$ cat src/rtl/proc_pkg.sv
// Shared types for the 16-bit four-stage pipelined processor
// Word, register index, opcode and ALU function types, plus the instruction union
`default_nettype none

package proc_pkg;

  typedef logic [15:0] word_t;
  typedef logic [2:0]  reg_idx_t;

  typedef enum logic [4:0] {
    OP_HALT = 5'b00000,
    OP_NOP  = 5'b00001,
    OP_ADDI = 5'b01000,
    OP_BEQZ = 5'b01100,
    OP_BNEZ = 5'b01101,
    OP_ST   = 5'b10000,
    OP_LD   = 5'b10001,
    OP_ALU  = 5'b11011
  } opcode_t;

  typedef enum logic [1:0] {
    FN_ADD = 2'b00,
    FN_SUB = 2'b01,
    FN_XOR = 2'b10,
    FN_AND = 2'b11
  } alu_func_t;

  // One instruction word, three field layouts
  typedef union packed {
    struct packed {
      opcode_t   op;
      reg_idx_t  rs;
      reg_idx_t  rt;
      reg_idx_t  rd;
      alu_func_t func;
    } r_form;
    struct packed {
      opcode_t    op;
      reg_idx_t   rs;
      reg_idx_t   rd;
      logic [4:0] imm5;
    } i_form;
    struct packed {
      opcode_t    op;
      reg_idx_t   rs;
      logic [7:0] imm8;
    } b_form;
  } instr_t;

  // Bubble encoding, a NOP with all other fields zero
  localparam instr_t NOP_INSTR = instr_t'(16'h0800);

endpackage

`default_nettype wire

$ cat src/rtl/fetch.sv
// Fetch stage with the PC register and IF/ID latch
// Holds on a decode stall, squashes and reloads the PC on an execute redirect
`default_nettype none

module fetch import proc_pkg::*; #(
  parameter word_t START_PC = 16'h0000
) (
  input  wire         clk,
  input  wire         reset,
  input  wire         stall,
  input  wire         redirect,
  input  word_t       redirect_pc,
  output word_t       imem_addr,
  input  instr_t      imem_data,
  output instr_t      id_instr,
  output word_t       id_pc_next
);

  word_t pc;
  word_t pc_plus_2;

  assign imem_addr = pc;
  assign pc_plus_2 = pc + 16'd2;

  // Redirect takes priority over a stall
  always_ff @(posedge clk) begin
    if (reset) begin
      pc       <= START_PC;
      id_instr <= NOP_INSTR;
    end else if (redirect) begin
      pc       <= redirect_pc;
      id_instr <= NOP_INSTR;
    end else if (!stall) begin
      pc       <= pc_plus_2;
      id_instr <= imem_data;
    end
  end

  always_ff @(posedge clk) begin
    if (!stall && !redirect) begin
      id_pc_next <= pc_plus_2;
    end
  end

  // Start address and branch targets keep the PC halfword aligned
  a_pc_aligned: assert property (@(posedge clk) disable iff (reset)
    !imem_addr[0])
    else $error("fetch: PC is not halfword aligned");

endmodule

`default_nettype wire

$ cat config.mk
export PLATFORM = sky130hd
export DESIGN_NAME = fetch
export DESIGN_NICKNAME = d
export VERILOG_FILES = /design/src/rtl/proc_pkg.sv /design/src/rtl/fetch.sv
export SDC_FILE = /design/constraint.sdc
export NUM_CORES = 1
export LEC_CHECK = 0
export ABC_AREA = 1
export BUFFER_PORTS_ARGS = -buffer_cell sky130_fd_sc_hd__buf_2
export CORE_MARGIN = 2
export CORE_UTILIZATION = 35
export CTS_CLUSTER_SIZE = 30
export DETAILED_ROUTE_END_ITERATION = 8
export MAX_ROUTING_LAYER = met4
export REMOVE_ABC_BUFFERS = 1
export SKIP_LAST_GASP = 1
export SYNTH_ARGS = -nofsm -noshare
export SYNTH_HDL_FRONTEND = slang
export SYNTH_SLANG_ARGS = --single-unit
export TNS_END_PERCENT = 30
$ cat constraint.sdc
create_clock -name clk -period 3.88 [get_ports clk]
set_input_delay 0.194 -clock clk [delete_from_list [all_inputs] [get_ports clk]]
set_output_delay 0.194 -clock clk [all_outputs]
set_load 0.02 [all_outputs]
# Yosys cells after proc, flatten, opt, wreduce, memory -nomap -nowiden
# Index checks and enable logic that the tools add are counted.
# classes
bitwise_logic,0
n_shift,0
n_reduce_logical,4
n_lt_le_gt_ge,0
n_addsub,1
n_mux,2
eq_ne,1
n_div,0
mul,0
# op_table
cell,n
16-bit 2-to-1 mux,2
"16-bit by 2-bit adder with 16-bit output, second input constant",1
1-bit zero test,2
"2-bit by 1-bit inequality test with 1-bit output, second input constant",1
2-bit OR reduction,1
1-bit logical AND,1
# totals
n_memories,0
word_cells,11
latchBits,0
ramBits,0
mem_bits_ro,0
inputBits,36
regBits,48
out_inout_bits,48

# Depth between registers and ports, before layout
# Gate-level depths: netlist of run 1.
# depth
ltp_word,3
depth_mapped,8
depth_no_buf,8

# Least setup slack after synthesis of run 1
# No wires, ideal clock.
# synth_timing
path_kind,flip-flop to flip-flop
start,reg pc[1] (netlist: imem_addr[1])
end,reg id_pc_next[11] (data pin)
arrival_time_ps,1332
stages_incl_launch_ff,8
path_slack_ps,2293
path_cell_list,dfxtp_1 ha_1 nand3_2 inv_1 nand2_2 nor2_1 nand2_1 and2_1
# synth_between
elab_chain_cells,1
# synth_rtl
item,line,rtl
"start, declared",fetch.sv:19,word_t pc;
"start signal, assigned",fetch.sv:31,pc <= redirect_pc;
"start signal, assigned",fetch.sv:34,pc <= pc_plus_2;
16-bit by 2-bit adder with 16-bit output,fetch.sv:23,assign pc_plus_2 = pc + 16'd2;
net pc_plus_2[11],fetch.sv:20,word_t pc_plus_2;
"end signal, assigned",fetch.sv:41,id_pc_next <= pc_plus_2;
"end, declared",fetch.sv:16,output word_t id_pc_next
# The timed path passes the listed nets, and every way through them passes these cells.
# A chain may end at the register's enable or synchronous reset.

# Final worst setup path of run 1
# Same ends and word-level chain as after synthesis.

==> qor.yml, run 1 <==
status: "finished clean"
synth_seq_area_share: 0.527
synth_area_leaders: "sky130_fd_sc_hd__dfxtp_1 30%, sky130_fd_sc_hd__edfxtp_1 23%, sky130_fd_sc_hd__nand2_1 14%, sky130_fd_sc_hd__a21oi_1 6.1%, sky130_fd_sc_hd__inv_1 4.4%"
start_util: 0.361
synthToLayoutAreaGrowth_pct: 25.8
fmax_mhz: 635
rsz0062_at_grt: "no"
grt.overflow.total: 0
synth_flop_cell: "sky130_fd_sc_hd__dfxtp_1"
setup_tns_ns: 0
io_buffers: 83
synthAdderAreaFrac: 0.00588
post_cts.resized_instances: 0
cap_viol_max_count: 0
finalNetCount: 371
worst-endpoint-arrival_ns: 1.64
clock-root-buffer: "sky130_fd_sc_hd__clkbuf_8"
antenna_cells_inserted: 0
globalplace.congestion: 0.779
synth-xor-area-share: 0.0359
total_count_of_hold_check_failures_in_the_final_report: 0
powerDensity_nw_per_um2: 375
worstSetupEndpointType: "flop"
placeableCoreArea_um2: 5890
muxShareOfSynthArea: 0
report.final.setup_viol: 0
detail_route.iter0.violations: 114
min_path_type: "input port to flop"
die_area_um2: 6720
synth_simple_gate_area_frac: 0.236
drt_drc_violations_left: 0
dieWidth_um: 82.0
fin_hold_ws_ns: 0.0984
slew-limit-headroom: 0.611
critical_path_required_ns: 3.94
n_fill_cell: 597
cts_made_buffers: 5
detailedPlacementHpwl_mm: 3.52
wire_per_inst_um: 11.9
yosys_warnings: 0
die-height_um: 82.0
drt.antenna.violating_nets: 0
tightest_slew_ns: 0.583
synth_area_per_cell_um2: 8.37
post_cts_clock_slew_at_the_launch_and_capture_registers_of_the_worst_setup_and_hold_paths_ns: 0.09
postSynthCellCount: 254
detailroute.via_count: 1880
synth_top_family_by_area: "simple AND/OR/NAND/NOR gates"
drt-vias-per-instance: 4.59
number_of_global_route_vias_before_repair: 1784
postCtsHoldBufs: 0
worstSetupStartpointType: "flop"
totalWireLength_mm: 4.90
global_route.usage.met1: 0.208
layout-drive-gt1-share: 0.331
grt_use_met2: 0.254
synth.largest_area_cell: "sky130_fd_sc_hd__dfxtp_1"
gr-usage-met3: 0.0396
io_pins: 84
antenna_found_initial: 0
post_cts_buffers: 0
netlist_area_um2: 2130
ctsHtreeMaxLevel: 2
synth.top_cell.area_share: 0.301
grt_pass1_wl_mm: 8.11
vdd_ir_drop_max_mv: 0.164
finalCritPeriodShare: 0.406
timing.setup.critical_path_class: "flop to flop"
post_synth_num_cell_types: 27
grt_start_max_net_pins: 32
worstPathMaxFanout: 5
insertion_delay_to_the_later_sink_of_the_worst_skew_pair_ns: 0.30
cellLeakagePower_nw: 1.21
first_pass_iters: 4
clockBufferDepth: 2
period_minus_slack_ns: 1.58
synth-seq-cells: 48
tritoncts_clock_tree: "done"
ys_async_sr_fraction: 0
slew_viol_final: 0
fin_worst_skew_ns: 0.00580
rrSetupSlack_ns: 2.30
cts_sink_count: 48
synth_compound_area_frac: 0.121
synth-edff-count: 16
core.rowCount: 28
global_route.usage.total: 0.160
busiest_layer: "met2"
==> cells in the mapped netlist (all sizes together), types with 2 or more instances <==
cell,number
buf,6
nand3,10
nor2,13
a31oi,3
and2,3
a21oi,26
xor2,5
nand4,3
o21ai,9
edfxtp,16
dfxtp,32
a22o,3
clkbuf,4
inv,29
xnor2,2
a31o,2
nand2,86
==> flip-flops by register name, indices dropped and copies added, names as in the netlist <==
register    flops
id_instr       16
id_pc_next     16
imem_addr      16
==> critical path, stage by stage, from the launching register on <==
cell	delay, ns
sky130_fd_sc_hd__dfxtp_1	0.43
sky130_fd_sc_hd__ha_1	0.23
sky130_fd_sc_hd__nand3_2	0.15
sky130_fd_sc_hd__inv_1	0.11
sky130_fd_sc_hd__nand2_2	0.10
sky130_fd_sc_hd__nor2_1	0.10
sky130_fd_sc_hd__nand2_1	0.06
sky130_fd_sc_hd__and2_1	0.16
==> report_power, final <==
group	switching (W)	leakage [nW]	internal, W
sequential	0.0000183	0.414	0.000544
clock	0.000161	0.0455	0.000146
combinational	0.0000860	0.751	0.0000492
total	0.000265	1.21	0.000739
==> logic make-up after synthesis <==
| kind of cell | after synthesis |
|---|---|
| flip-flops | 48 |
| buffers and inverters | 39 |
| adder cells (fa/ha/maj) | 1 |
| AO/OA/AOI/OAI | 44 |
| XOR/XNOR | 7 |
| AND/OR/NAND/NOR | 115 |
==> layer usage <==
| metal | vias up | routed length [um] | share of wire |
|---|---|---|---|
| li1 | 974 | - | - |
| met1 | 837 | 2310 | 0.47 |
| met2 | 64 | 2210 | 0.45 |
| met3 | 5 | 335 | 0.068 |
| met4 | 0 | 41 | 0.0084 |
| met5 | - | 0 | 0 |
==> cells in the final DEF (no fill, tap or decap) <==
cell,netlist,final
sky130_fd_sc_hd__a21oi_1,26,26
sky130_fd_sc_hd__a22o_1,3,3
sky130_fd_sc_hd__a31o_2,2,2
sky130_fd_sc_hd__a31oi_1,3,3
sky130_fd_sc_hd__and2_1,3,3
sky130_fd_sc_hd__buf_2,4,83
sky130_fd_sc_hd__clkbuf_1,4,2
sky130_fd_sc_hd__clkbuf_8,0,6
sky130_fd_sc_hd__dfxtp_1,32,32
sky130_fd_sc_hd__edfxtp_1,16,16
sky130_fd_sc_hd__ha_1,1,1
sky130_fd_sc_hd__inv_1,25,25
sky130_fd_sc_hd__inv_2,4,4
sky130_fd_sc_hd__nand2_1,81,81
sky130_fd_sc_hd__nand2_2,5,5
sky130_fd_sc_hd__nand3_1,8,8
sky130_fd_sc_hd__nand3_2,2,2
sky130_fd_sc_hd__nand4_1,3,3
sky130_fd_sc_hd__nor2_1,9,9
sky130_fd_sc_hd__nor2_2,2,2
sky130_fd_sc_hd__nor2_4,2,2
sky130_fd_sc_hd__o21ai_0,7,7
sky130_fd_sc_hd__o21ai_2,2,2
sky130_fd_sc_hd__o21bai_2,1,1
sky130_fd_sc_hd__xnor2_1,2,2
sky130_fd_sc_hd__xor2_1,3,3
sky130_fd_sc_hd__xor2_2,2,2
==> final timing paths <==
kind	from	endpoint	depth (start not counted)
worst max-delay path	imem_addr[1]$_SDFFE_PP0N_	id_pc_next[11]$_DFFE_PP_	7
worst min-delay path	imem_data[11]	id_instr[11]$_SDFFE_PP1N_	3
worst max register to register	imem_addr[1]$_SDFFE_PP0N_	id_pc_next[11]$_DFFE_PP_	7
worst min register to register	id_instr[14]$_SDFFE_PP0N_	id_instr[14]$_SDFFE_PP0N_	2
==> layout make-up <==
cell class	instances	area [um^2]	share of cell area
Inverter	29	109	0.0407
Sequential cell	48	1120	0.419
Timing Repair Buffer	83	415	0.155
Clock buffer	8	90.1	0.0337
Multi-Input combinational cell	167	847	0.317
Tap cell	75	93.8	0.0351
==> through the flow <==
stage	utilization	setup WS (ns)	std cells	instance area (um^2)	total power, W
global route	0.455	2.18	410	2680	0.00105
floorplan	-	2.29	244	2080	0.000649
global placement	0.439	2.23	402	2590	0.000709
finish	0.455	2.30	410	2680	0.00100
detailed placement	0.439	2.21	402	2590	0.000711
CTS	0.455	2.29	410	2680	0.00101
Power figures use the tool's default switching activity.
==> run 2, diff against run 1 <==
- clock period: 3.88 -> 1.6 ns (I/O delays scaled with it)
==> qor.yml, run 2 (same netlist as run 1, synthesis figures left out) <==
clockBufferDepth: 2
drt_drc_violations_left: 0
detailroute.via_count: 1891
grt.overflow.total: 0
rsz0062_at_grt: "no"
wire_per_inst_um: 12.4
global_route.usage.total: 0.171
io_pins: 84
clock-root-buffer: "sky130_fd_sc_hd__clkbuf_8"
place_area_um2: 2650
report.final.setup_viol: 0
setup_tns_ns: 0
critical_path_required_ns: 1.66
finalCritPeriodShare: 0.896
n_fill_cell: 610
worstSetupEndpointType: "flop"
powerDensity_nw_per_um2: 903
detailedPlacementHpwl_mm: 3.88
cellLeakagePower_nw: 1.27
cap_viol_max_count: 0
period_minus_slack_ns: 1.43
io_buffers: 83
die_area_um2: 6720
first_pass_iters: 4
grt_pass1_wl_mm: 8.42
status: "finished clean"
post_cts_clock_slew_at_the_launch_and_capture_registers_of_the_worst_setup_and_hold_paths_ns: 0.09
grt_start_max_net_pins: 20
die-height_um: 82.0
post_cts_buffers: 0
synthToLayoutAreaGrowth_pct: 30.4
min_path_type: "input port to flop"
detail_route.iter0.violations: 55
cts_made_buffers: 5
placeableCoreArea_um2: 5890
total_count_of_hold_check_failures_in_the_final_report: 0
ctsHtreeMaxLevel: 2
tightest_slew_ns: 0.488
worstSetupStartpointType: "flop"
rrSetupSlack_ns: 0.17
layout.core_utilization: 0.471
mostFrequentLayoutCells: "83 x sky130_fd_sc_hd__buf_2, 81 x sky130_fd_sc_hd__nand2_1, 32 x sky130_fd_sc_hd__dfxtp_1"
finalNetCount: 382
post_cts.resized_instances: 0
layout_commonest_cell: "sky130_fd_sc_hd__buf_2"
core.rowCount: 28
number_of_global_route_vias_before_repair: 1818
dpl.cell_count: 411
globalplace.congestion: 0.820
timing.setup.critical_path_class: "flop to flop"
finish.instance_area_um2: 2770
worstPathMaxFanout: 5
vdd_ir_drop_max_mv: 0.381
drt-vias-per-instance: 4.49
insertion_delay_to_the_later_sink_of_the_worst_skew_pair_ns: 0.30
antenna_cells_inserted: 0
final_total_pwr_w: 0.00250
fmax_mhz: 697
layout-drive-gt1-share: 0.350
fin_worst_skew_ns: 0.00912
start_util: 0.361
instances_no_fill: 421
cts_sink_count: 48
antenna_found_initial: 0
slew_viol_final: 0
worst-endpoint-arrival_ns: 1.49
totalWireLength_mm: 5.23
slew-limit-headroom: 0.675
dieWidth_um: 82.0
drt.antenna.violating_nets: 0
tritoncts_clock_tree: "done"
-- run 2: timing repair --
action / CTS / global route
hold endpoints to repair: 2 / 0
hold buffers: 2 / 0
setup endpoints to repair: 0 / 0
-- run 2: final cells by class --
class | instances | area (um^2) | share of cell area
Clock buffer | 8 | 100 | 0.0361
Inverter | 29 | 109 | 0.0392
Multi-Input combinational cell | 167 | 847 | 0.305
Sequential cell | 48 | 1120 | 0.404
Tap cell | 75 | 93.8 | 0.0338
Timing Repair Buffer | 94 | 503 | 0.181
-- run 2: worst paths after layout --
kind                                   from                        end  cells after the start
setup reg to reg  imem_addr[1]$_SDFFE_PP0N_   id_pc_next[11]$_DFFE_PP_                      7
hold reg to reg   id_instr[14]$_SDFFE_PP0N_  id_instr[14]$_SDFFE_PP0N_                      2
hold / removal                 imem_data[8]   id_instr[8]$_SDFFE_PP0N_                      3
setup / recovery  imem_addr[1]$_SDFFE_PP0N_   id_pc_next[11]$_DFFE_PP_                      7
-- run 2: routing by layer --
metal / up-vias / track usage / wire [um]
met5: - / - / 0
met4: 0 / 0.0550 / 67
met3: 9 / 0.0473 / 388
met2: 63 / 0.297 / 2540
met1: 826 / 0.191 / 2230
li1: 993 / - / -
-- run 2: report_power, final --
part	switching [W]	internal [W]	total, W
clock	0.000391	0.000395	0.000786
combinational	0.000221	0.000139	0.000359
sequential	0.0000400	0.00132	0.00136
total	0.000652	0.00185	0.00250
-- run 2: per-stage QoR --
| step | hold slack, ns | worst slack [ns] |
|---|---|---|
| 2_1_floorplan | 0.149 | 0.0130 |
| 3_3_place_gp | 0.280 | 0.199 |
| 3_5_place_dp | 0.293 | 0.170 |
| 4_1_cts | 0.00238 | 0.142 |
| 5_1_grt | 0.00685 | 0.00172 |
| 6_report | 0.0150 | 0.166 |
-- run 2: worst max-delay path, cell delays in order (launching register included) --
cell,delay [ns]
sky130_fd_sc_hd__dfxtp_1,0.34
sky130_fd_sc_hd__ha_1,0.20
sky130_fd_sc_hd__nand3_2,0.14
sky130_fd_sc_hd__inv_1,0.10
sky130_fd_sc_hd__nand2_2,0.09
sky130_fd_sc_hd__nor2_1,0.10
sky130_fd_sc_hd__nand2_1,0.07
sky130_fd_sc_hd__and2_1,0.16
