## config.mk

```make
export PLATFORM = sky130hd
export DESIGN_NAME = decode
export DESIGN_NICKNAME = d
export VERILOG_FILES = /design/src/rtl/proc_pkg.sv /design/src/rtl/decode.sv /design/src/rtl/reg_file.sv
export SDC_FILE = /design/constraint.sdc
export NUM_CORES = 1
export LEC_CHECK = 0
export BUFFER_PORTS_ARGS = -buffer_cell sky130_fd_sc_hd__buf_2
export CAP_MARGIN = 20
export CORE_ASPECT_RATIO = 0.75
export CORE_MARGIN = 2
export CORE_UTILIZATION = 45
export DETAILED_ROUTE_END_ITERATION = 7
export PLACE_DENSITY = 0.78
export SETUP_SLACK_MARGIN = 0.5
export SLEW_MARGIN = 20
export SYNTH_ARGS = -nofsm -noshare
export SYNTH_HDL_FRONTEND = slang
export SYNTH_HIERARCHICAL = 1
export SYNTH_SLANG_ARGS = --single-unit
```

## constraint.sdc

```tcl
create_clock -name clk -period 1.9 [get_ports clk]
set_input_delay 0.095 -clock clk [delete_from_list [all_inputs] [get_ports clk]]
set_output_delay 0.095 -clock clk [all_outputs]
set_load 0.02 [all_outputs]
```

## src/rtl/proc_pkg.sv

```systemverilog
// Shared types for the 16-bit four-stage pipelined processor
// Word, register index, opcode and ALU function types, plus the instruction union
`default_nettype none

package proc_pkg;

  typedef logic [15:0] word_t;
  typedef logic [2:0]  reg_idx_t;

  typedef enum logic [4:0] {
    OP_HALT = 5'b00000,
    OP_NOP  = 5'b00001,
    OP_ADDI = 5'b01000,
    OP_BEQZ = 5'b01100,
    OP_BNEZ = 5'b01101,
    OP_ST   = 5'b10000,
    OP_LD   = 5'b10001,
    OP_ALU  = 5'b11011
  } opcode_t;

  typedef enum logic [1:0] {
    FN_ADD = 2'b00,
    FN_SUB = 2'b01,
    FN_XOR = 2'b10,
    FN_AND = 2'b11
  } alu_func_t;

  // One instruction word, three field layouts
  typedef union packed {
    struct packed {
      opcode_t   op;
      reg_idx_t  rs;
      reg_idx_t  rt;
      reg_idx_t  rd;
      alu_func_t func;
    } r_form;
    struct packed {
      opcode_t    op;
      reg_idx_t   rs;
      reg_idx_t   rd;
      logic [4:0] imm5;
    } i_form;
    struct packed {
      opcode_t    op;
      reg_idx_t   rs;
      logic [7:0] imm8;
    } b_form;
  } instr_t;

  // Bubble encoding, a NOP with all other fields zero
  localparam instr_t NOP_INSTR = instr_t'(16'h0800);

endpackage

`default_nettype wire

```

## src/rtl/decode.sv

```systemverilog
// Decode stage with operand select, hazard stall and the ID/EX latch
// Stalls on a dependence with the instruction in execute and holds after HALT
`default_nettype none

module decode import proc_pkg::*; (
  input  wire        clk,
  input  wire        reset,
  input  instr_t     id_instr,
  input  word_t      id_pc_next,
  input  wire        redirect,
  input  wire        wb_en,
  input  reg_idx_t   wb_idx,
  input  word_t      wb_data,
  output logic       stall,
  output logic       ex_valid,
  output alu_func_t  ex_func,
  output word_t      ex_a,
  output word_t      ex_b,
  output word_t      ex_store_data,
  output word_t      ex_pc_next,
  output reg_idx_t   ex_rd,
  output logic       ex_reg_write,
  output logic       ex_mem_read,
  output logic       ex_mem_write,
  output logic       ex_beqz,
  output logic       ex_bnez,
  output logic       ex_halt,
  output logic       ex_illegal
);

  logic is_alu, is_addi, is_ld, is_st, is_beqz, is_bnez, is_halt, is_nop, illegal;
  logic uses_rs, uses_rt, reg_write, hazard, halt_hold, load_bubble;
  reg_idx_t rs, rt, dest;
  word_t rd_data_a, rd_data_b, imm_off, br_off, b_sel;

  assign rs = id_instr.i_form.rs;
  assign rt = id_instr.r_form.rt;

  reg_file reg_file_i (
    .clk       (clk),
    .reset     (reset),
    .rd_idx_a  (rs),
    .rd_idx_b  (rt),
    .rd_data_a (rd_data_a),
    .rd_data_b (rd_data_b),
    .wr_en     (wb_en),
    .wr_idx    (wb_idx),
    .wr_data   (wb_data)
  );

  always_comb begin
    is_alu  = 1'b0;
    is_addi = 1'b0;
    is_ld   = 1'b0;
    is_st   = 1'b0;
    is_beqz = 1'b0;
    is_bnez = 1'b0;
    is_halt = 1'b0;
    is_nop  = 1'b0;
    illegal = 1'b0;
    case (id_instr.r_form.op)
      OP_HALT: is_halt = 1'b1;
      OP_NOP:  is_nop  = 1'b1;
      OP_ADDI: is_addi = 1'b1;
      OP_ST:   is_st   = 1'b1;
      OP_LD:   is_ld   = 1'b1;
      OP_ALU:  is_alu  = 1'b1;
      OP_BEQZ: is_beqz = 1'b1;
      OP_BNEZ: is_bnez = 1'b1;
      default: illegal = 1'b1;
    endcase
  end

  assign uses_rs   = is_alu | is_addi | is_ld | is_st | is_beqz | is_bnez;
  // ST keeps its data register in the rt slot
  assign uses_rt   = is_alu | is_st;
  assign reg_write = is_alu | is_addi | is_ld;
  assign dest      = is_alu ? id_instr.r_form.rd : id_instr.i_form.rd;

  assign imm_off = {{11{id_instr.i_form.imm5[4]}}, id_instr.i_form.imm5};
  // Word offset scaled to bytes
  assign br_off  = {{7{id_instr.b_form.imm8[7]}}, id_instr.b_form.imm8, 1'b0};
  assign b_sel   = is_alu ? rd_data_b : ((is_beqz | is_bnez) ? br_off : imm_off);

  // Writeback is covered by write-through so only ID/EX is checked
  assign hazard = ex_valid && ex_reg_write &&
                  ((uses_rs && (rs == ex_rd)) || (uses_rt && (rt == ex_rd)));
  assign stall       = hazard | halt_hold;
  assign load_bubble = stall | redirect;

  always_ff @(posedge clk) begin
    if (reset) begin
      ex_valid     <= 1'b0;
      ex_reg_write <= 1'b0;
      ex_mem_read  <= 1'b0;
      ex_mem_write <= 1'b0;
      ex_beqz      <= 1'b0;
      ex_bnez      <= 1'b0;
      ex_halt      <= 1'b0;
      ex_illegal   <= 1'b0;
      halt_hold    <= 1'b0;
    end else begin
      ex_valid     <= !load_bubble && !is_nop;
      ex_reg_write <= !load_bubble && reg_write;
      ex_mem_read  <= !load_bubble && is_ld;
      ex_mem_write <= !load_bubble && is_st;
      ex_beqz      <= !load_bubble && is_beqz;
      ex_bnez      <= !load_bubble && is_bnez;
      ex_halt      <= !load_bubble && is_halt;
      ex_illegal   <= !load_bubble && illegal;
      // Freeze the front end once HALT is issued
      if (redirect) begin
        halt_hold <= 1'b0;
      end else if (!load_bubble && is_halt) begin
        halt_hold <= 1'b1;
      end
    end
  end

  always_ff @(posedge clk) begin
    ex_func       <= is_alu ? id_instr.r_form.func : FN_ADD;
    ex_a          <= rd_data_a;
    ex_b          <= b_sel;
    ex_store_data <= rd_data_b;
    ex_pc_next    <= id_pc_next;
    ex_rd         <= dest;
  end

  // The fetch slot squashed by the redirect must not issue either
  a_squash_after_redirect: assert property (@(posedge clk) disable iff (reset)
    $past(redirect, 2) |-> !ex_valid)
    else $error("decode: instruction issued from a squashed fetch slot");

endmodule

`default_nettype wire

```

## src/rtl/reg_file.sv

```systemverilog
// Register file, eight 16-bit registers
// Two read ports, one write port, reads see a same-cycle write
`default_nettype none

module reg_file import proc_pkg::*; (
  input  wire       clk,
  input  wire       reset,
  input  reg_idx_t  rd_idx_a,
  input  reg_idx_t  rd_idx_b,
  output word_t     rd_data_a,
  output word_t     rd_data_b,
  input  wire       wr_en,
  input  reg_idx_t  wr_idx,
  input  word_t     wr_data
);

  word_t regs [8];

  always_ff @(posedge clk) begin
    if (reset) begin
      for (int i = 0; i < 8; i++) begin
        regs[i] <= '0;
      end
    end else if (wr_en) begin
      regs[wr_idx] <= wr_data;
    end
  end

  // Write-through so the writeback stage needs no hazard check
  assign rd_data_a = (wr_en && (wr_idx == rd_idx_a)) ? wr_data : regs[rd_idx_a];
  assign rd_data_b = (wr_en && (wr_idx == rd_idx_b)) ? wr_data : regs[rd_idx_b];

  a_wr_idx_known: assert property (@(posedge clk) disable iff (reset)
    wr_en |-> !$isunknown(wr_idx))
    else $error("reg_file: write index unknown");

endmodule

`default_nettype wire

```

Yosys cells after proc, flatten, opt, wreduce, memory -nomap -nowiden --
Memory sizes are Yosys's and may differ from the RTL's. Index checks and enable logic that the tools add are counted.
Word-level totals: logic and storage cells 79, RAM bits 128, flip-flop bits (word level) 78, memories kept 1
Cells by class: reduce and logical (&&, ||, !) cells 21, equality and inequality tests 11, mux-type cells 22, bitwise gates (word level) 9
Memories:
- reg_file_i.regs | depth 8, width 16, rd ports 2, clocked after memory_dff 0, write ports 8, line reg_file.sv:17 | word_t regs [8];
Operators by type and width (number):
- $mux W16 | 5
- $reduce_or A16 Y1 | 1
- $eq A5 B4 Y1 const B | 3
- $eq A5 B5 Y1 const B | 3
- $mux W1 | 15
- $logic_and A1 B1 Y1 | 14
- $eq A3 B3 Y1 | 4
- $or A1 B1 Y1 | 9
- $reduce_or A8 Y1 | 1
- $mux W3 | 2
- $eq A5 B1 Y1 const B | 1
- $logic_not A5 Y1 | 1
- $logic_not A1 Y1 | 2
- $reduce_or A2 Y1 | 1
- $logic_or A1 B1 Y1 | 1

Logic depth before layout (Yosys ltp) --
word-level depth 14, mapped depth 7

Cells and area by module --
The synthesis kept the hierarchy.
By module, submodules not included:
- reg_file | instances 1, cells an instance 445, area each 7453.4 um^2
- decode | instances 1, cells an instance 169, area each 2257.2 um^2

Worst setup path after synthesis --
Ideal clock, no wire load.
path type input port to flip-flop, start in id_instr[6] (netlist bit), end reg ex_b[5], arrival time 1677 ps, setup time 121 ps, cell stages on the path 6, setup slack 102 ps, path buffers 2, cells stage by stage clkbuf_1 > clkbuf_1 > mux4_1 > mux2_2 > mux2_2 > mux2_2
On the way: cells in the longest elaborated chain, start to end 4, elaborated cells on any way between the ends 5
RTL lines:
- start, declared | line decode.sv:8 | input instr_t id_instr,
- branches (longest 2 deep; another with $mem_v2 Z8 W16)
- $mux W16 (*) | line reg_file.sv:31 | assign rd_data_b = (wr_en && (wr_idx == rd_idx_b)) ? wr_data : regs[rd_idx_b];
- net rd_data_b[5] | line decode.sv:34 | word_t rd_data_a, rd_data_b, imm_off, br_off, b_sel;
- $mux W16 (*) | line decode.sv:83 | assign b_sel = is_alu ? rd_data_b : ((is_beqz | is_bnez) ? br_off : imm_off);
- net b_sel[5] | line decode.sv:34
- end signal, assigned | line decode.sv:123 | ex_b <= b_sel;
- end, declared | line decode.sv:18 | output word_t ex_b,
Mark *: on every way through the listed nets, which the timed path passes. A chain may end at the register's enable or synchronous reset.

Final worst setup path --
start reg ex_rd[2], end out stall
On the way: cells in the longest elaborated chain, start to end 5, elaborated cells on any way between the ends 7
RTL lines:
- start, declared | line decode.sv:21 | output reg_idx_t ex_rd,
- start signal, assigned | line decode.sv:126 | ex_rd <= dest;
- $eq A3 B3 Y1 | line decode.sv:87 | ((uses_rs && (rs == ex_rd)) || (uses_rt && (rt == ex_rd)));
- $logic_and A1 B1 Y1 | line decode.sv:87
- $logic_or A1 B1 Y1 (*) | line decode.sv:87
- $logic_and A1 B1 Y1 (*) | line decode.sv:86 | assign hazard = ex_valid && ex_reg_write &&
- $or A1 B1 Y1 (*) | line decode.sv:88 | assign stall = hazard | halt_hold;
- end, declared | line decode.sv:14 | output logic stall,
Mark *: on every way between the ends. The rest lies on a longest branch, timed or not.

==> impl_metrics.json <==
{
  "synth.most_common_cell": "sky130_fd_sc_hd__and2_1",
  "vias_in_the_first_global_route": 6593,
  "synth-seq-cells": 206,
  "clockBufferDepth": 3,
  "post-route-util": 0.575,
  "met1_usage": 0.307,
  "core-area_sq_um": 21200,
  "failed_checks": "negative setup slack",
  "hold_class": "in2reg",
  "cts_sinks": 206,
  "final-hold-violation-count": 0,
  "setup_repair_after_global_routing_missed_its_margin": "true",
  "synth.top_cell.area_share": 0.396,
  "fmax_mhz": 488,
  "cp.required_ns": 1.80,
  "max_slew_violation_count": 0,
  "tightest_slew_ns": 0.661,
  "buffer_ports.inserted": 132,
  "met2_usage": 0.351,
  "synth_cell_type_count": 47,
  "final_min_period_over_clock_period": 1.08,
  "clk_root_buffer_cell": "sky130_fd_sc_hd__clkbuf_16",
  "final_period_minus_worst_setup_slack_ns": 2.05,
  "run_status": "complete, but fails checks",
  "totalWireLength_um": 25900,
  "critical_path.slowest_cell": "sky130_fd_sc_hd__or4_4",
  "synth.yosys.seq_area_share": 0.557,
  "synth.avg_cell_area_sq_um": 15.8,
  "async_flop_share": 0,
  "gr-usage-all-layers": 0.224,
  "setup-violations-final": 3,
  "crit_path_end_kind": "output pin",
  "htreeDepth": 1,
  "pre_cts_ws_ns": 0.0398,
  "drt-initial-drc-count": 723,
  "most_area_hungry_cell_type_in_the_yosys_netlist": "sky130_fd_sc_hd__edfxtp_1",
  "drive_above_1_share": 0.456,
  "timing.final.ws_setup_ns": -0.149,
  "timing.setup.critical_path_class": "reg2out",
  "num_antenna_cells": 0,
  "cp.arrival_ns": 1.95,
  "grt_first_pass_wirelength_um": 38700,
  "place_hpwl_um": 15300,
  "cts_made_buffers": 22,
  "clk_pin_slew_worst_paths_ns": 0.06,
  "setup.worst_path.start_class": "flop",
  "ant_nets": 0,
  "syn_nets": 669,
  "max_slew_margin": 0.555,
  "place.gp.congestion": 0.872,
  "grt_max_degree": 37,
  "crit_path_max_incr_delay_ns": 0.52,
  "start_util": 0.458,
  "power_density_nw_per_um2": 914,
  "syn2layout_area_growth_pct": 25.3,
  "antenna_found_initial": 1,
  "area_of_the_mapped_netlist_sq_um": 9710,
  "synth.cells.most_frequent": "sky130_fd_sc_hd__and2_1, sky130_fd_sc_hd__edfxtp_1, sky130_fd_sc_hd__dfxtp_1",
  "drc": 0,
  "cts_tree": "yes",
  "top_cells_by_area_in_the_synthesized_netlist": "sky130_fd_sc_hd__edfxtp_1, sky130_fd_sc_hd__mux4_1, sky130_fd_sc_hd__dfxtp_1",
  "num_rows": 46,
  "clock_latency_on_the_worst_skew_pair_ns": 0.50,
  "floorplan.die.height_um": 131,
  "route.detailed.wl_per_inst_um": 23.0,
  "final_net_count": 875,
  "vdd_ir_drop_max_uv": 584,
  "grt_overflow": 0,
  "drt-pass1-iter-count": 5,
  "busiest_layer_in_global_routing": "met2",
  "synth.yosys.warnings": 6,
  "synth-main-ff-cell": "sky130_fd_sc_hd__edfxtp_1",
  "synth_enable_flop_cells": 128,
  "vias_per_cell": 5.63,
  "critical_path.max_fanout": 3,
  "die_outline_area_sq_um": 22800,
  "total_leakage_power_uw": 0.00493,
  "fin_worst_skew_ns": 0.0129,
  "syn_inst": 614,
  "pin_count": 133,
  "gr-usage-met3": 0.0556,
  "drv.max_cap_violation_count": 0,
  "num_vias": 6326,
  "die-width_um": 174,
  "timing.critical_path.cells": "xor2_4 -> or4_4 -> a21oi_4 -> or3_4 -> buf_6"
}
critical path, delay by kind of cell (launching register included):
family / cells / cell delay [ns]
DFF: 1 / 0.37
and+or+nand+nor: 2 / 0.67
xor gates and xnor gates: 1 / 0.16
buffers and inverters: 1 / 0.11
AOI/OAI and AO/OA: 1 / 0.15
state kept, by name, indices dropped and copies added, names as in the netlist, 2 cells and up:
register and flops:
reg_file_i/regs 128, ex_a 16, ex_b 16, ex_pc_next 16
ex_store_data 16, ex_rd 3, ex_func 2
cells in the final DEF, fill, tap and decap left out, types with 3 or more instances in the layout:
master | Yosys | layout
sky130_fd_sc_hd__buf_2 | 4 | 131
sky130_fd_sc_hd__or2_2 | 8 | 4
sky130_fd_sc_hd__clkbuf_1 | 19 | 10
sky130_fd_sc_hd__buf_6 | 15 | 7
sky130_fd_sc_hd__nand2_1 | 12 | 11
sky130_fd_sc_hd__mux2i_1 | 4 | 4
sky130_fd_sc_hd__nor2_2 | 0 | 4
sky130_fd_sc_hd__and2_1 | 129 | 129
sky130_fd_sc_hd__o21ai_1 | 0 | 3
sky130_fd_sc_hd__nor3_1 | 6 | 6
sky130_fd_sc_hd__buf_4 | 1 | 33
sky130_fd_sc_hd__nand4_1 | 3 | 3
sky130_fd_sc_hd__clkbuf_8 | 0 | 4
sky130_fd_sc_hd__nor2_1 | 13 | 9
sky130_fd_sc_hd__xnor2_1 | 8 | 7
sky130_fd_sc_hd__mux4_2 | 4 | 63
sky130_fd_sc_hd__nand2b_1 | 3 | 3
sky130_fd_sc_hd__clkbuf_16 | 0 | 24
sky130_fd_sc_hd__or2_4 | 0 | 4
sky130_fd_sc_hd__dfxtp_1 | 78 | 73
sky130_fd_sc_hd__mux2_2 | 57 | 3
sky130_fd_sc_hd__a21o_1 | 10 | 10
sky130_fd_sc_hd__mux2_4 | 11 | 65
sky130_fd_sc_hd__edfxtp_1 | 128 | 128
sky130_fd_sc_hd__buf_12 | 0 | 8
sky130_fd_sc_hd__dlygate4sd3_1 | 0 | 42
sky130_fd_sc_hd__dfxtp_2 | 0 | 3
cell type report:
class | instances | area (sq um)
Clock buffer | 38 | 693
Clock inverter | 2 | 10.0
Fill cell | 1637 | 9010
Multi-Input combinational cell | 369 | 4130
Sequential cell | 206 | 5420
Tap cell | 288 | 360
Timing Repair Buffer | 221 | 1560
kinds of logic after synthesis:
logic type	count (synthesis)	synth area share
xor gates and xnor gates	13	0.0117
muxes	136	0.259
DFF	206	0.557
AOI/OAI and AO/OA	24	0.0207
and+or+nand+nor	196	0.124
buffers and inverters	39	0.0276
where the power goes:
part           total (uW)  switching, uW  internal (uW)
combinational        1740            859            877
sequential           5240            146           5090
clock                4150           1680           2470
worst paths after layout:
path	start	to	slack, ns	depth (start not counted)
setup / recovery	ex_rd[2]$_DFF_P_	stall	-0.15	5
setup reg to reg	ex_rd[2]$_DFF_P_	ex_mem_write$_SDFF_PP0_	-0.10	11
hold / removal	id_instr[13]	ex_halt$_SDFF_PP0_	0.006	3
hold reg to reg	halt_hold$_SDFFE_PP0P_	halt_hold$_SDFFE_PP0P_	0.53	2
layer usage:
layer	share of wire	vias to the layer above
met2	0.46	387
met4	0.029	2
met5	0.00042	-
li1	-	2713
met1	0.42	3155
met3	0.091	69
per-stage QoR:
step,TNS [ns],hold WS [ns],power (uW),std cells,area [sq um]
after global routing,-0.416,0.000518,11500,1124,12200
after floorplan,0,0.123,6260,614,9720
after detailed placement,0,0.199,6780,1022,10700
final,-0.337,0.00614,11100,1124,12200
after CTS,-0.129,0.000528,11100,1121,12100
after global placement,0,0.198,6760,1022,10700
timing repair:
action / CTS / global route
setup buffers: 17 / 3
endpoints found under the hold margin: 92 / 0
resized for setup: 93 / 13
setup endpoints to repair: 51 / 55
pin swaps: 2 / 8
gates cloned: 0 / 0
hold buffers: 42 / 0
(Power assumes the default switching activity.)
