### src/rtl/proc_pkg.sv
// Shared types for the 16-bit four-stage pipelined processor
// Word, register index, opcode and ALU function types, plus the instruction union
`default_nettype none

package proc_pkg;

  typedef logic [15:0] word_t;
  typedef logic [2:0]  reg_idx_t;

  typedef enum logic [4:0] {
    OP_HALT = 5'b00000,
    OP_NOP  = 5'b00001,
    OP_ADDI = 5'b01000,
    OP_BEQZ = 5'b01100,
    OP_BNEZ = 5'b01101,
    OP_ST   = 5'b10000,
    OP_LD   = 5'b10001,
    OP_ALU  = 5'b11011
  } opcode_t;

  typedef enum logic [1:0] {
    FN_ADD = 2'b00,
    FN_SUB = 2'b01,
    FN_XOR = 2'b10,
    FN_AND = 2'b11
  } alu_func_t;

  // One instruction word, three field layouts
  typedef union packed {
    struct packed {
      opcode_t   op;
      reg_idx_t  rs;
      reg_idx_t  rt;
      reg_idx_t  rd;
      alu_func_t func;
    } r_form;
    struct packed {
      opcode_t    op;
      reg_idx_t   rs;
      reg_idx_t   rd;
      logic [4:0] imm5;
    } i_form;
    struct packed {
      opcode_t    op;
      reg_idx_t   rs;
      logic [7:0] imm8;
    } b_form;
  } instr_t;

  // Bubble encoding, a NOP with all other fields zero
  localparam instr_t NOP_INSTR = instr_t'(16'h0800);

endpackage

`default_nettype wire

### src/rtl/execute.sv
// Execute stage with the ALU, branch resolution and the EX/MW latch
// A taken branch redirects fetch for one cycle and an illegal opcode sets a sticky err
`default_nettype none

module execute import proc_pkg::*; (
  input  wire        clk,
  input  wire        reset,
  input  wire        ex_valid,
  input  alu_func_t  ex_func,
  input  word_t      ex_a,
  input  word_t      ex_b,
  input  word_t      ex_store_data,
  input  word_t      ex_pc_next,
  input  reg_idx_t   ex_rd,
  input  wire        ex_reg_write,
  input  wire        ex_mem_read,
  input  wire        ex_mem_write,
  input  wire        ex_beqz,
  input  wire        ex_bnez,
  input  wire        ex_halt,
  input  wire        ex_illegal,
  output logic       redirect,
  output word_t      redirect_pc,
  output logic       err,
  output logic       mw_valid,
  output word_t      mw_result,
  output word_t      mw_store_data,
  output reg_idx_t   mw_rd,
  output logic       mw_reg_write,
  output logic       mw_mem_read,
  output logic       mw_mem_write,
  output logic       mw_halt
);

  word_t result;
  logic  a_zero;

  // Non-ALU ops arrive with FN_ADD to form the address or ADDI sum
  always_comb begin
    case (ex_func)
      FN_ADD:  result = ex_a + ex_b;
      FN_SUB:  result = ex_a - ex_b;
      FN_XOR:  result = ex_a ^ ex_b;
      FN_AND:  result = ex_a & ex_b;
      default: result = ex_a + ex_b;
    endcase
  end

  assign a_zero      = (ex_a == '0);
  assign redirect    = ex_valid && ((ex_beqz && a_zero) || (ex_bnez && !a_zero));
  assign redirect_pc = ex_pc_next + ex_b;

  always_ff @(posedge clk) begin
    if (reset) begin
      err <= 1'b0;
    end else if (ex_valid && ex_illegal) begin
      err <= 1'b1;
    end
  end

  always_ff @(posedge clk) begin
    if (reset) begin
      mw_valid     <= 1'b0;
      mw_reg_write <= 1'b0;
      mw_mem_read  <= 1'b0;
      mw_mem_write <= 1'b0;
      mw_halt      <= 1'b0;
    end else begin
      mw_valid     <= ex_valid;
      mw_reg_write <= ex_valid && ex_reg_write;
      mw_mem_read  <= ex_valid && ex_mem_read;
      mw_mem_write <= ex_valid && ex_mem_write;
      mw_halt      <= ex_valid && ex_halt;
    end
  end

  always_ff @(posedge clk) begin
    mw_result     <= result;
    mw_store_data <= ex_store_data;
    mw_rd         <= ex_rd;
  end

  // Squash in decode must turn the redirect into a single pulse
  a_redirect_pulse: assert property (@(posedge clk) disable iff (reset)
    redirect |=> !redirect)
    else $error("execute: redirect longer than one cycle");

endmodule

`default_nettype wire

### config.mk
export PLATFORM = sky130hd
export DESIGN_NAME = execute
export DESIGN_NICKNAME = d
export VERILOG_FILES = /design/src/rtl/proc_pkg.sv /design/src/rtl/execute.sv
export SDC_FILE = /design/constraint.sdc
export NUM_CORES = 1
export LEC_CHECK = 0
export BUFFER_PORTS_ARGS = -buffer_cell sky130_fd_sc_hd__buf_2
export CAP_MARGIN = 20
export CORE_MARGIN = 4
export CORE_UTILIZATION = 44
export DETAILED_ROUTE_END_ITERATION = 10
export PLACE_DENSITY_LB_ADDON = 0.05
export SLEW_MARGIN = 40
export SYNTH_ARGS = -nofsm -noshare
export SYNTH_HDL_FRONTEND = slang
export SYNTH_SLANG_ARGS = --single-unit
### constraint.sdc
create_clock -name clk -period 3.2 [get_ports clk]
set_input_delay 0.48 -clock clk [delete_from_list [all_inputs] [get_ports clk]]
set_output_delay 0.48 -clock clk [all_outputs]
set_load 0.02 [all_outputs]
* Yosys cells after proc, flatten, opt, wreduce, memory -nomap -nowiden
Cells that the tools add are included.
** Operators by class
- Reduce and logical (&&, ||, !) cells :: 12
- Equal/unequal tests :: 3
- Bitwise operators :: 2
- Add/sub/neg operators :: 3
- Muxes and demuxes :: 1
** Operators by type and width (count)
- case mux 16 bit (4 select lines) :: 1
- adder 16 bit :: 2
- AND 16 bit :: 1
- zero test 16 bit :: 1
- subtractor 16 bit :: 1
- XOR 16 bit :: 1
- logical AND 1 bit :: 8
- equality test 2 bit (second input constant) :: 2
- equality test 2 x 1 -> 1 bit (second input constant) :: 1
- zero test 2 bit :: 1
- zero test 1 bit :: 1
- logical OR 1 bit :: 1
** Storage, ports and cells
- Input bits :: 79
- Output and inout port bits :: 58
- Logic and storage cells :: 30
- Register bits after elaboration :: 41

* Longest topological paths before layout
Gate-level depths: netlist of the first run.
- Depth after elaboration :: 5
- Gate-level depth with buffers :: 14
- Gate-level depth less buffers :: 14

* Worst setup path before layout of the first run
OpenSTA, ideal clock, no wires.
- Kind :: input-to-reg
- Start point :: in ex_b[4]
- End point :: reg mw_result[15]
- Cell stages on the path :: 12
- Path buffers :: 0
- Setup time :: 0.130 ns
- Required time :: 3.070 ns
- Slack :: 0.171 ns
- Data arrival time :: 2.899 ns
- Cell sequence :: nor4_1 > nor4b_1 > and2_1 > nor2_1 > xnor2_1 > ha_1 > o21a_1 > a21oi_1 > a21oi_1 > nor4_2 > xnor2_1 > mux2i_1
** Between the ends
- Word-level cells in the longest chain between the ends :: 2
- Elaborated cells between the ends (all ways) :: 3
- Classes of those cells :: add/sub (2); mux (1)
** RTL lines
- start: declaration :: line execute.sv:11 : input word_t ex_b,
- subtractor 16 bit / adder 16 bit (equally long branches)
- case mux 16 bit (4 select lines) (*) :: line execute.sv:40 : case (ex_func)
- net result[15] :: line execute.sv:35 : word_t result;
- end signal: assignment :: line execute.sv:78 : mw_result <= result;
- end: declaration :: line execute.sv:26 : output word_t mw_result,
The timed path passes the listed nets; every way through them passes the cells marked *.
A chain may end at the register's enable or synchronous reset.

* Final worst setup path of the first run
- Start point :: in ex_b[2]
- End point :: out redirect_pc[13]
** Between the ends
- Word-level cells in the longest chain between the ends :: 1
** RTL lines
- adder 16 bit :: line execute.sv:51 : assign redirect_pc = ex_pc_next + ex_b;
- end: declaration :: line execute.sv:23 : output word_t redirect_pc,
Every way passes these cells.

==> flow_metrics.py, run 1 <==
metrics = {
    "placed_design": {
        "port_buffers": 136,
        "detailed_place_hpwl_mm": 7.73,
        "dp.cells": 647,
        "place_congestion": 0.904,
        "dpl_worst_slack_ns": -0.248,
    },
    "route": {
        "routed_via_density": 5.19,
        "final_antenna_net_count": 0,
        "wl_mm": 9.11,
        "via_count": 3412,
        "wl_per_cell_um": 13.9,
        "drt_iter0_drc": 106,
        "drc_errors": 0,
        "first_pass_iters": 4,
    },
    "cts": {
        "clk_pin_slew_worst_paths_ns": 0.08,
        "cts_buffer_depth": 2,
        "clk_latency_ns": 0.29,
        "hold_buffers": 0,
        "cts_buffers": 5,
        "cts.htree.levels": 2,
        "cts-root-buf": "clkbuf_8",
        "cts_tree": "built",
        "clkSinkCount": 41,
    },
    "status": {
        "status": "completed",
    },
    "pwr": {
        "p_leak_uw": 0.00221,
        "power_density_nw_per_um2": 420,
        "ir_worst_vdd_mv": 0.182,
    },
    "synthesis": {
        "async_reset_ff_share_pct": 0,
        "synth_nets": 510,
        "synth_warnings": 0,
        "synth.distinct_cells": 54,
        "ys_seq_area_share_pct": 24.9,
        "synthFlopType": "dfxtp_1",
        "synth_edf_count": 0,
        "postSynthCellCount": 382,
        "synth-seq-cells": 41,
        "syn_area_sq_um": 3300,
        "syn_area_per_cell_sq_um": 8.63,
    },
    "timing": {
        "setup_viol": 0,
        "rsz0062_at_grt": "no",
        "slew_viol_final": 0,
        "timing.fmax_mhz": 329,
        "setup_ws_ns": 0.162,
        "min_period_ns": 3.04,
        "finClkSkew_ns": 0,
        "worst_pin_slew_ns": 0.468,
        "hold_viol_final": 0,
        "period_share_pct": 94.9,
        "slew_headroom_pct": 68.0,
    },
    "worst_setup_path": {
        "cp-end-kind": "output pin",
        "start_kind": "input pin",
        "required_ns": 2.72,
        "critPathMaxFanout": 5,
        "critPathArrivalTime_ns": 2.56,
        "path_class": "input pin to output pin",
    },
    "floorplan": {
        "fp-row-count": 31,
        "io_pins": 137,
        "die_w_um": 94.6,
        "chipHeight_um": 94.6,
        "initial_core_util_pct": 45.5,
        "dieArea_sq_um": 8940,
        "coreArea_sq_um": 7250,
    },
    "layout": {
        "nNetsFinal": 685,
        "final_cells": 657,
        "area_growth_pct": 36.9,
        "drive_above_1_share_pct": 36.7,
        "antenna_cells": 0,
    },
    "run": {
        "cap_violations": 0,
    },
    "global_routing": {
        "grt_pass1_wl_mm": 14.8,
        "grt_overflow": 0,
        "antenna_found_initial": 0,
        "grt_pass1_vias": 3166,
        "grt_max_degree": 35,
        "track_usage_pct": 20.4,
    },
    "min_path": {
        "holdCritPathClass": "input pin to flop",
    },
}
-- critical path: stages --
cell and delay (ns):
buf_2 0.11, buf_4 0.15, ha_2 0.28, o21ai_0 0.15
nor2_1 0.10, o311a_4 0.38, o21ai_4 0.17, or4b_1 0.45
o211ai_1 0.11, buf_4 0.17
-- sequential cells by signal (all words and copies together), names as in the netlist --
name / flops
mw_rd: 3
mw_result: 16
mw_reg_write: 1
mw_mem_write: 1
mw_halt: 1
mw_mem_read: 1
mw_valid: 1
mw_store_data: 16
err: 1
-- cells by family (layout without fill, tap and decap cells) --
logic type / count (synthesis) / in the layout / share of synthesized area (%)
flip-flops: 41 / 41 / 24.9
AO/OA/AOI/OAI: 108 / 108 / 22.3
multiplexers: 17 / 17 / 5.43
buffers and inverters: 22 / 198 / 2.50
XOR/XNOR: 33 / 33 / 8.77
AND/OR/NAND/NOR: 112 / 112 / 17.0
adder cells (fa/ha/maj): 49 / 49 / 19.1
-- where the power goes --
part	switching, uW	internal [uW]	total (uW)
Clock	176	253	429
Combinational	496	391	888
Sequential	11.1	567	578
-- synth_stat cells (all sizes together), types with 3 or more instances --
| cell type | instances | area share (%) |
|---|---|---|
| clkbuf | 8 | 0.91 |
| inv | 12 | 1.4 |
| nor2 | 34 | 3.9 |
| and2 | 6 | 1.1 |
| and3 | 3 | 0.57 |
| o211ai | 9 | 2.0 |
| o21a | 8 | 1.8 |
| nand2b | 8 | 1.5 |
| a211o | 3 | 0.80 |
| mux2i | 10 | 3.0 |
| nand2 | 23 | 2.6 |
| nor4 | 10 | 2.1 |
| a211oi | 5 | 1.3 |
| o31ai | 8 | 1.8 |
| mux2 | 7 | 2.4 |
| nor3 | 8 | 1.2 |
| dfxtp | 41 | 25 |
| xnor2 | 19 | 5.0 |
| a21oi | 32 | 4.9 |
| nor2b | 6 | 1.1 |
| nand3 | 4 | 0.61 |
| ha | 47 | 18 |
| o21ai | 22 | 3.7 |
| xor2 | 14 | 3.7 |
-- final timing paths --
check / endpoint / slack (ns) / from / cells past startpoint
min: mw_store_data[12] / 0.28 / ex_store_data[12] / 1
min reg2reg: err / 0.50 / err / 2
max reg2reg: err / 2.62 / err / 2
max: redirect_pc[13] / 0.16 / ex_b[2] / 10
-- cells in the final DEF, fill, tap and decap left out, types with 2 or more instances in the layout --
cell type  synthesis  layout
o21ai_0           21      20
nor4_2             1       2
o21a_1             8       8
nand4_1            2       2
inv_1             12      12
xor2_1            14      14
o31ai_1            8       8
a21boi_0           2       2
xnor2_1           19      19
or3_1              2       2
nand3_1            4       4
mux2i_1           10      10
nand2_1           23      23
nand2b_1           8       8
fa_1               2       2
o31a_1             2       2
a211o_1            3       3
nor2_1            34      34
a21oi_1           32      31
dfxtp_1           41      41
o211ai_1           9       9
mux2_2             7       7
nor3_1             8       8
and3_1             3       3
a21o_1             2       2
ha_1              47      46
clkbuf_8           0       6
and2_1             6       6
nor4_1             9       8
nor2b_1            6       6
nor4b_1            2       2
buf_4              0      43
a211oi_1           4       4
buf_2              0     135
-- layout make-up --
class,count,area [sq um]
Clock buffer,6,82.6
Tap cell,99,124
Multi-Input combinational cell,319,2410
Inverter,12,45.0
Sequential cell,41,821
Fill cell,670,2740
Clock inverter,2,37.5
Timing Repair Buffer,178,998
-- layer usage --
layer / routed length, um / track usage (%) / share of wire, %
met1: 4140 / 26.8 / 45
met2: 4100 / 34.5 / 45
met3: 755 / 3.43 / 8.3
met4: 116 / 5.41 / 1.3
met5: 0 / 0 / 0
-- metrics by stage --
step	total power [uW]	utilization [%]	cell area, sq um	hold WS [ns]	setup TNS, ns
finish	1900	62.2	4510	0.282	0
global route	2030	62.2	4510	0.270	0
CTS	1900	61.8	4480	0.275	0
detailed placement	1470	60.2	4360	0.503	-0.569
global placement	1460	60.2	4360	0.491	-0.417
floorplan	1150	-	3300	0.508	0
-- what timing repair did --
item                       4_1_cts  5_1_grt
setup buffers                    0        2
resized for setup                0        5
setup endpoints to repair        0        3
No activity file was read; power rests on OpenSTA's default activity.
==> run 2: changes to the inputs <==
==> constraint.sdc (replaced) <==
create_clock -name clk -period 3.2 [get_ports clk]
set_input_delay 0.32 -clock clk [delete_from_list [all_inputs] [get_ports clk]]
set_output_delay 0.32 -clock clk [all_outputs]
set_load 0.02 [all_outputs]
==> flow_metrics.py, run 2 (synthesis results as in run 1) <==
metrics = {
    "status": {
        "status": "completed",
    },
    "layout": {
        "area_growth_pct": 29.1,
        "final_common_cell": "buf_2",
        "nNetsFinal": 657,
        "reg.largest.list": "mw_result x16, mw_store_data x16, mw_rd x3",
        "antenna_cells": 0,
        "final_cell_mix": "buf_2, ha_1, dfxtp_1, nor2_1, a21oi_1",
        "drive_above_1_share_pct": 32.8,
    },
    "pwr": {
        "seqPwrFrac_pct": 33.7,
        "switching_power_uw": 654,
        "swShare_pct": 38.1,
        "power_density_nw_per_um2": 403,
        "comb_power_share_pct": 48.3,
        "clkPwrFrac_pct": 17.9,
        "ir_worst_vdd_mv": 0.206,
        "p_leak_uw": 0.00207,
        "p_int_uw": 1060,
    },
    "route": {
        "via_count": 3321,
        "first_pass_iters": 4,
        "routed_via_density": 5.28,
        "wl_per_cell_um": 14.1,
        "drc_errors": 0,
        "wl_mm": 8.85,
        "final_antenna_net_count": 0,
        "drt_iter0_drc": 105,
    },
    "placed_design": {
        "detailed_place_hpwl_mm": 7.55,
        "place_congestion": 0.875,
        "port_buffers": 136,
    },
    "timing": {
        "rsz0062_at_grt": "no",
        "setup_viol": 0,
        "hold_viol_final": 0,
        "finClkSkew_ns": 0,
        "period_share_pct": 88.8,
        "timing.fmax_mhz": 352,
        "fin_setup_tns_ns": 0,
        "slew_headroom_pct": 69.2,
        "fin_hold_ws_ns": 0.138,
        "worst_pin_slew_ns": 0.460,
        "min_period_ns": 2.84,
        "slew_viol_final": 0,
    },
    "cts": {
        "cts_resized": 0,
        "cts.htree.levels": 2,
        "clkSinkCount": 41,
        "clk_pin_slew_worst_paths_ns": 0.07,
        "post_cts_buffers": 0,
        "hold_buffers": 0,
        "cts_buffer_depth": 2,
        "cts_buffers": 5,
        "cts-root-buf": "clkbuf_8",
        "cts_tree": "built",
        "clk_latency_ns": 0.27,
    },
    "floorplan": {
        "dieArea_sq_um": 8940,
        "chipHeight_um": 94.6,
        "fp-row-count": 31,
        "coreArea_sq_um": 7250,
        "io_pins": 137,
        "initial_core_util_pct": 45.5,
        "die_w_um": 94.6,
    },
    "min_path": {
        "holdCritPathClass": "input pin to flop",
    },
    "worst_setup_path": {
        "critPathArrivalTime_ns": 3.00,
        "reg2reg_depth": 2,
        "required_ns": 3.36,
        "rrSetupSlack_ns": 2.62,
        "r2r-end": "err",
        "critPathMaxFanout": 5,
        "endpoint": "mw_result[15]",
        "r2r_start": "err",
        "startpoint": "ex_b[4]",
        "path_class": "input pin to flop",
        "start_kind": "input pin",
        "cp-end-kind": "flop",
    },
    "global_routing": {
        "grt_pass1_vias": 3123,
        "track_usage_pct": 19.7,
        "grt_overflow": 0,
        "grt_pass1_wl_mm": 14.3,
        "antenna_found_initial": 0,
        "grt_max_degree": 35,
    },
    "run": {
        "cap_violations": 0,
    },
}
run 2: cell types whose count changed in the layout (fill, tap and decap cells not counted):
cell and delta:
a21oi_1 +1, a21oi_2 -1, buf_2 +1, buf_4 -29
bufinv_16 -1, clkbuf_8 -1, clkinv_2 +2, ha_1 +1
ha_2 -1, nor4_1 +1, nor4_2 -1, o21ai_0 +1
o21ai_1 -1
run 2: power groups by stage:
| stage | logic, uW | registers [uW] | clock network, uW |
|---|---|---|---|
| global placement | 817 | 591 | 0 |
| CTS | 833 | 580 | 321 |
| floorplan | 478 | 668 | 0 |
| detailed placement | 829 | 592 | 0 |
| finish | 829 | 579 | 308 |
| global route | 924 | 585 | 344 |
run 2: worst min-delay path by stage:
stage,startpoint,to,cells past startpoint
final,ex_store_data[0],mw_store_data[0],1
after global placement,ex_store_data[8],mw_store_data[8],1
after detailed placement,ex_store_data[0],mw_store_data[0],1
after global routing,ex_store_data[0],mw_store_data[0],1
after CTS,ex_store_data[0],mw_store_data[0],1
after floorplan,ex_rd[0],mw_rd[0],0
run 2: area by class of cell:
| cell class | count | area, sq um |
|---|---|---|
| flip-flops and latches | 41 | 821 |
| clock buffers | 5 | 68.8 |
| fillers | 709 | 3000 |
| well taps | 99 | 124 |
| repair buffers | 150 | 786 |
| inverters | 12 | 45.0 |
| clock inverters | 3 | 17.5 |
| multi-input cells | 319 | 2390 |
run 2: worst max-delay path: stages:
cell and delay (ns):
buf_2 0.10, nor4_1 0.37, nor4b_1 0.28, buf_4 0.18, and2_1 0.14, nor2_1 0.05
xnor2_1 0.12, ha_1 0.34, o21a_1 0.21, a21oi_1 0.27, a21oi_1 0.13, nor4_2 0.26
xnor2_1 0.15, mux2i_1 0.08
run 2: routing by layer:
| metal | up-vias | track usage (%) | wire, um |
|---|---|---|---|
| li1 | 1705 | - | - |
| met1 | 1468 | 25.9 | 4010 |
| met2 | 137 | 33.2 | 3890 |
| met3 | 11 | 2.87 | 801 |
| met4 | 0 | 6.25 | 141 |
| met5 | - | 0 | 0 |
run 2: per-stage QoR:
stage                     total power (uW)  cells  worst slack (ns)  utilization (%)  area [sq um]
after floorplan                       1150    382             0.331                -          3300
after global placement                1410    621             0.102             57.5          4170
after detailed placement              1420    621            0.0746             57.5          4170
after CTS                             1730    629             0.362             58.7          4260
after global routing                  1850    629             0.100             58.7          4260
final                                 1720    629             0.358             58.7          4260
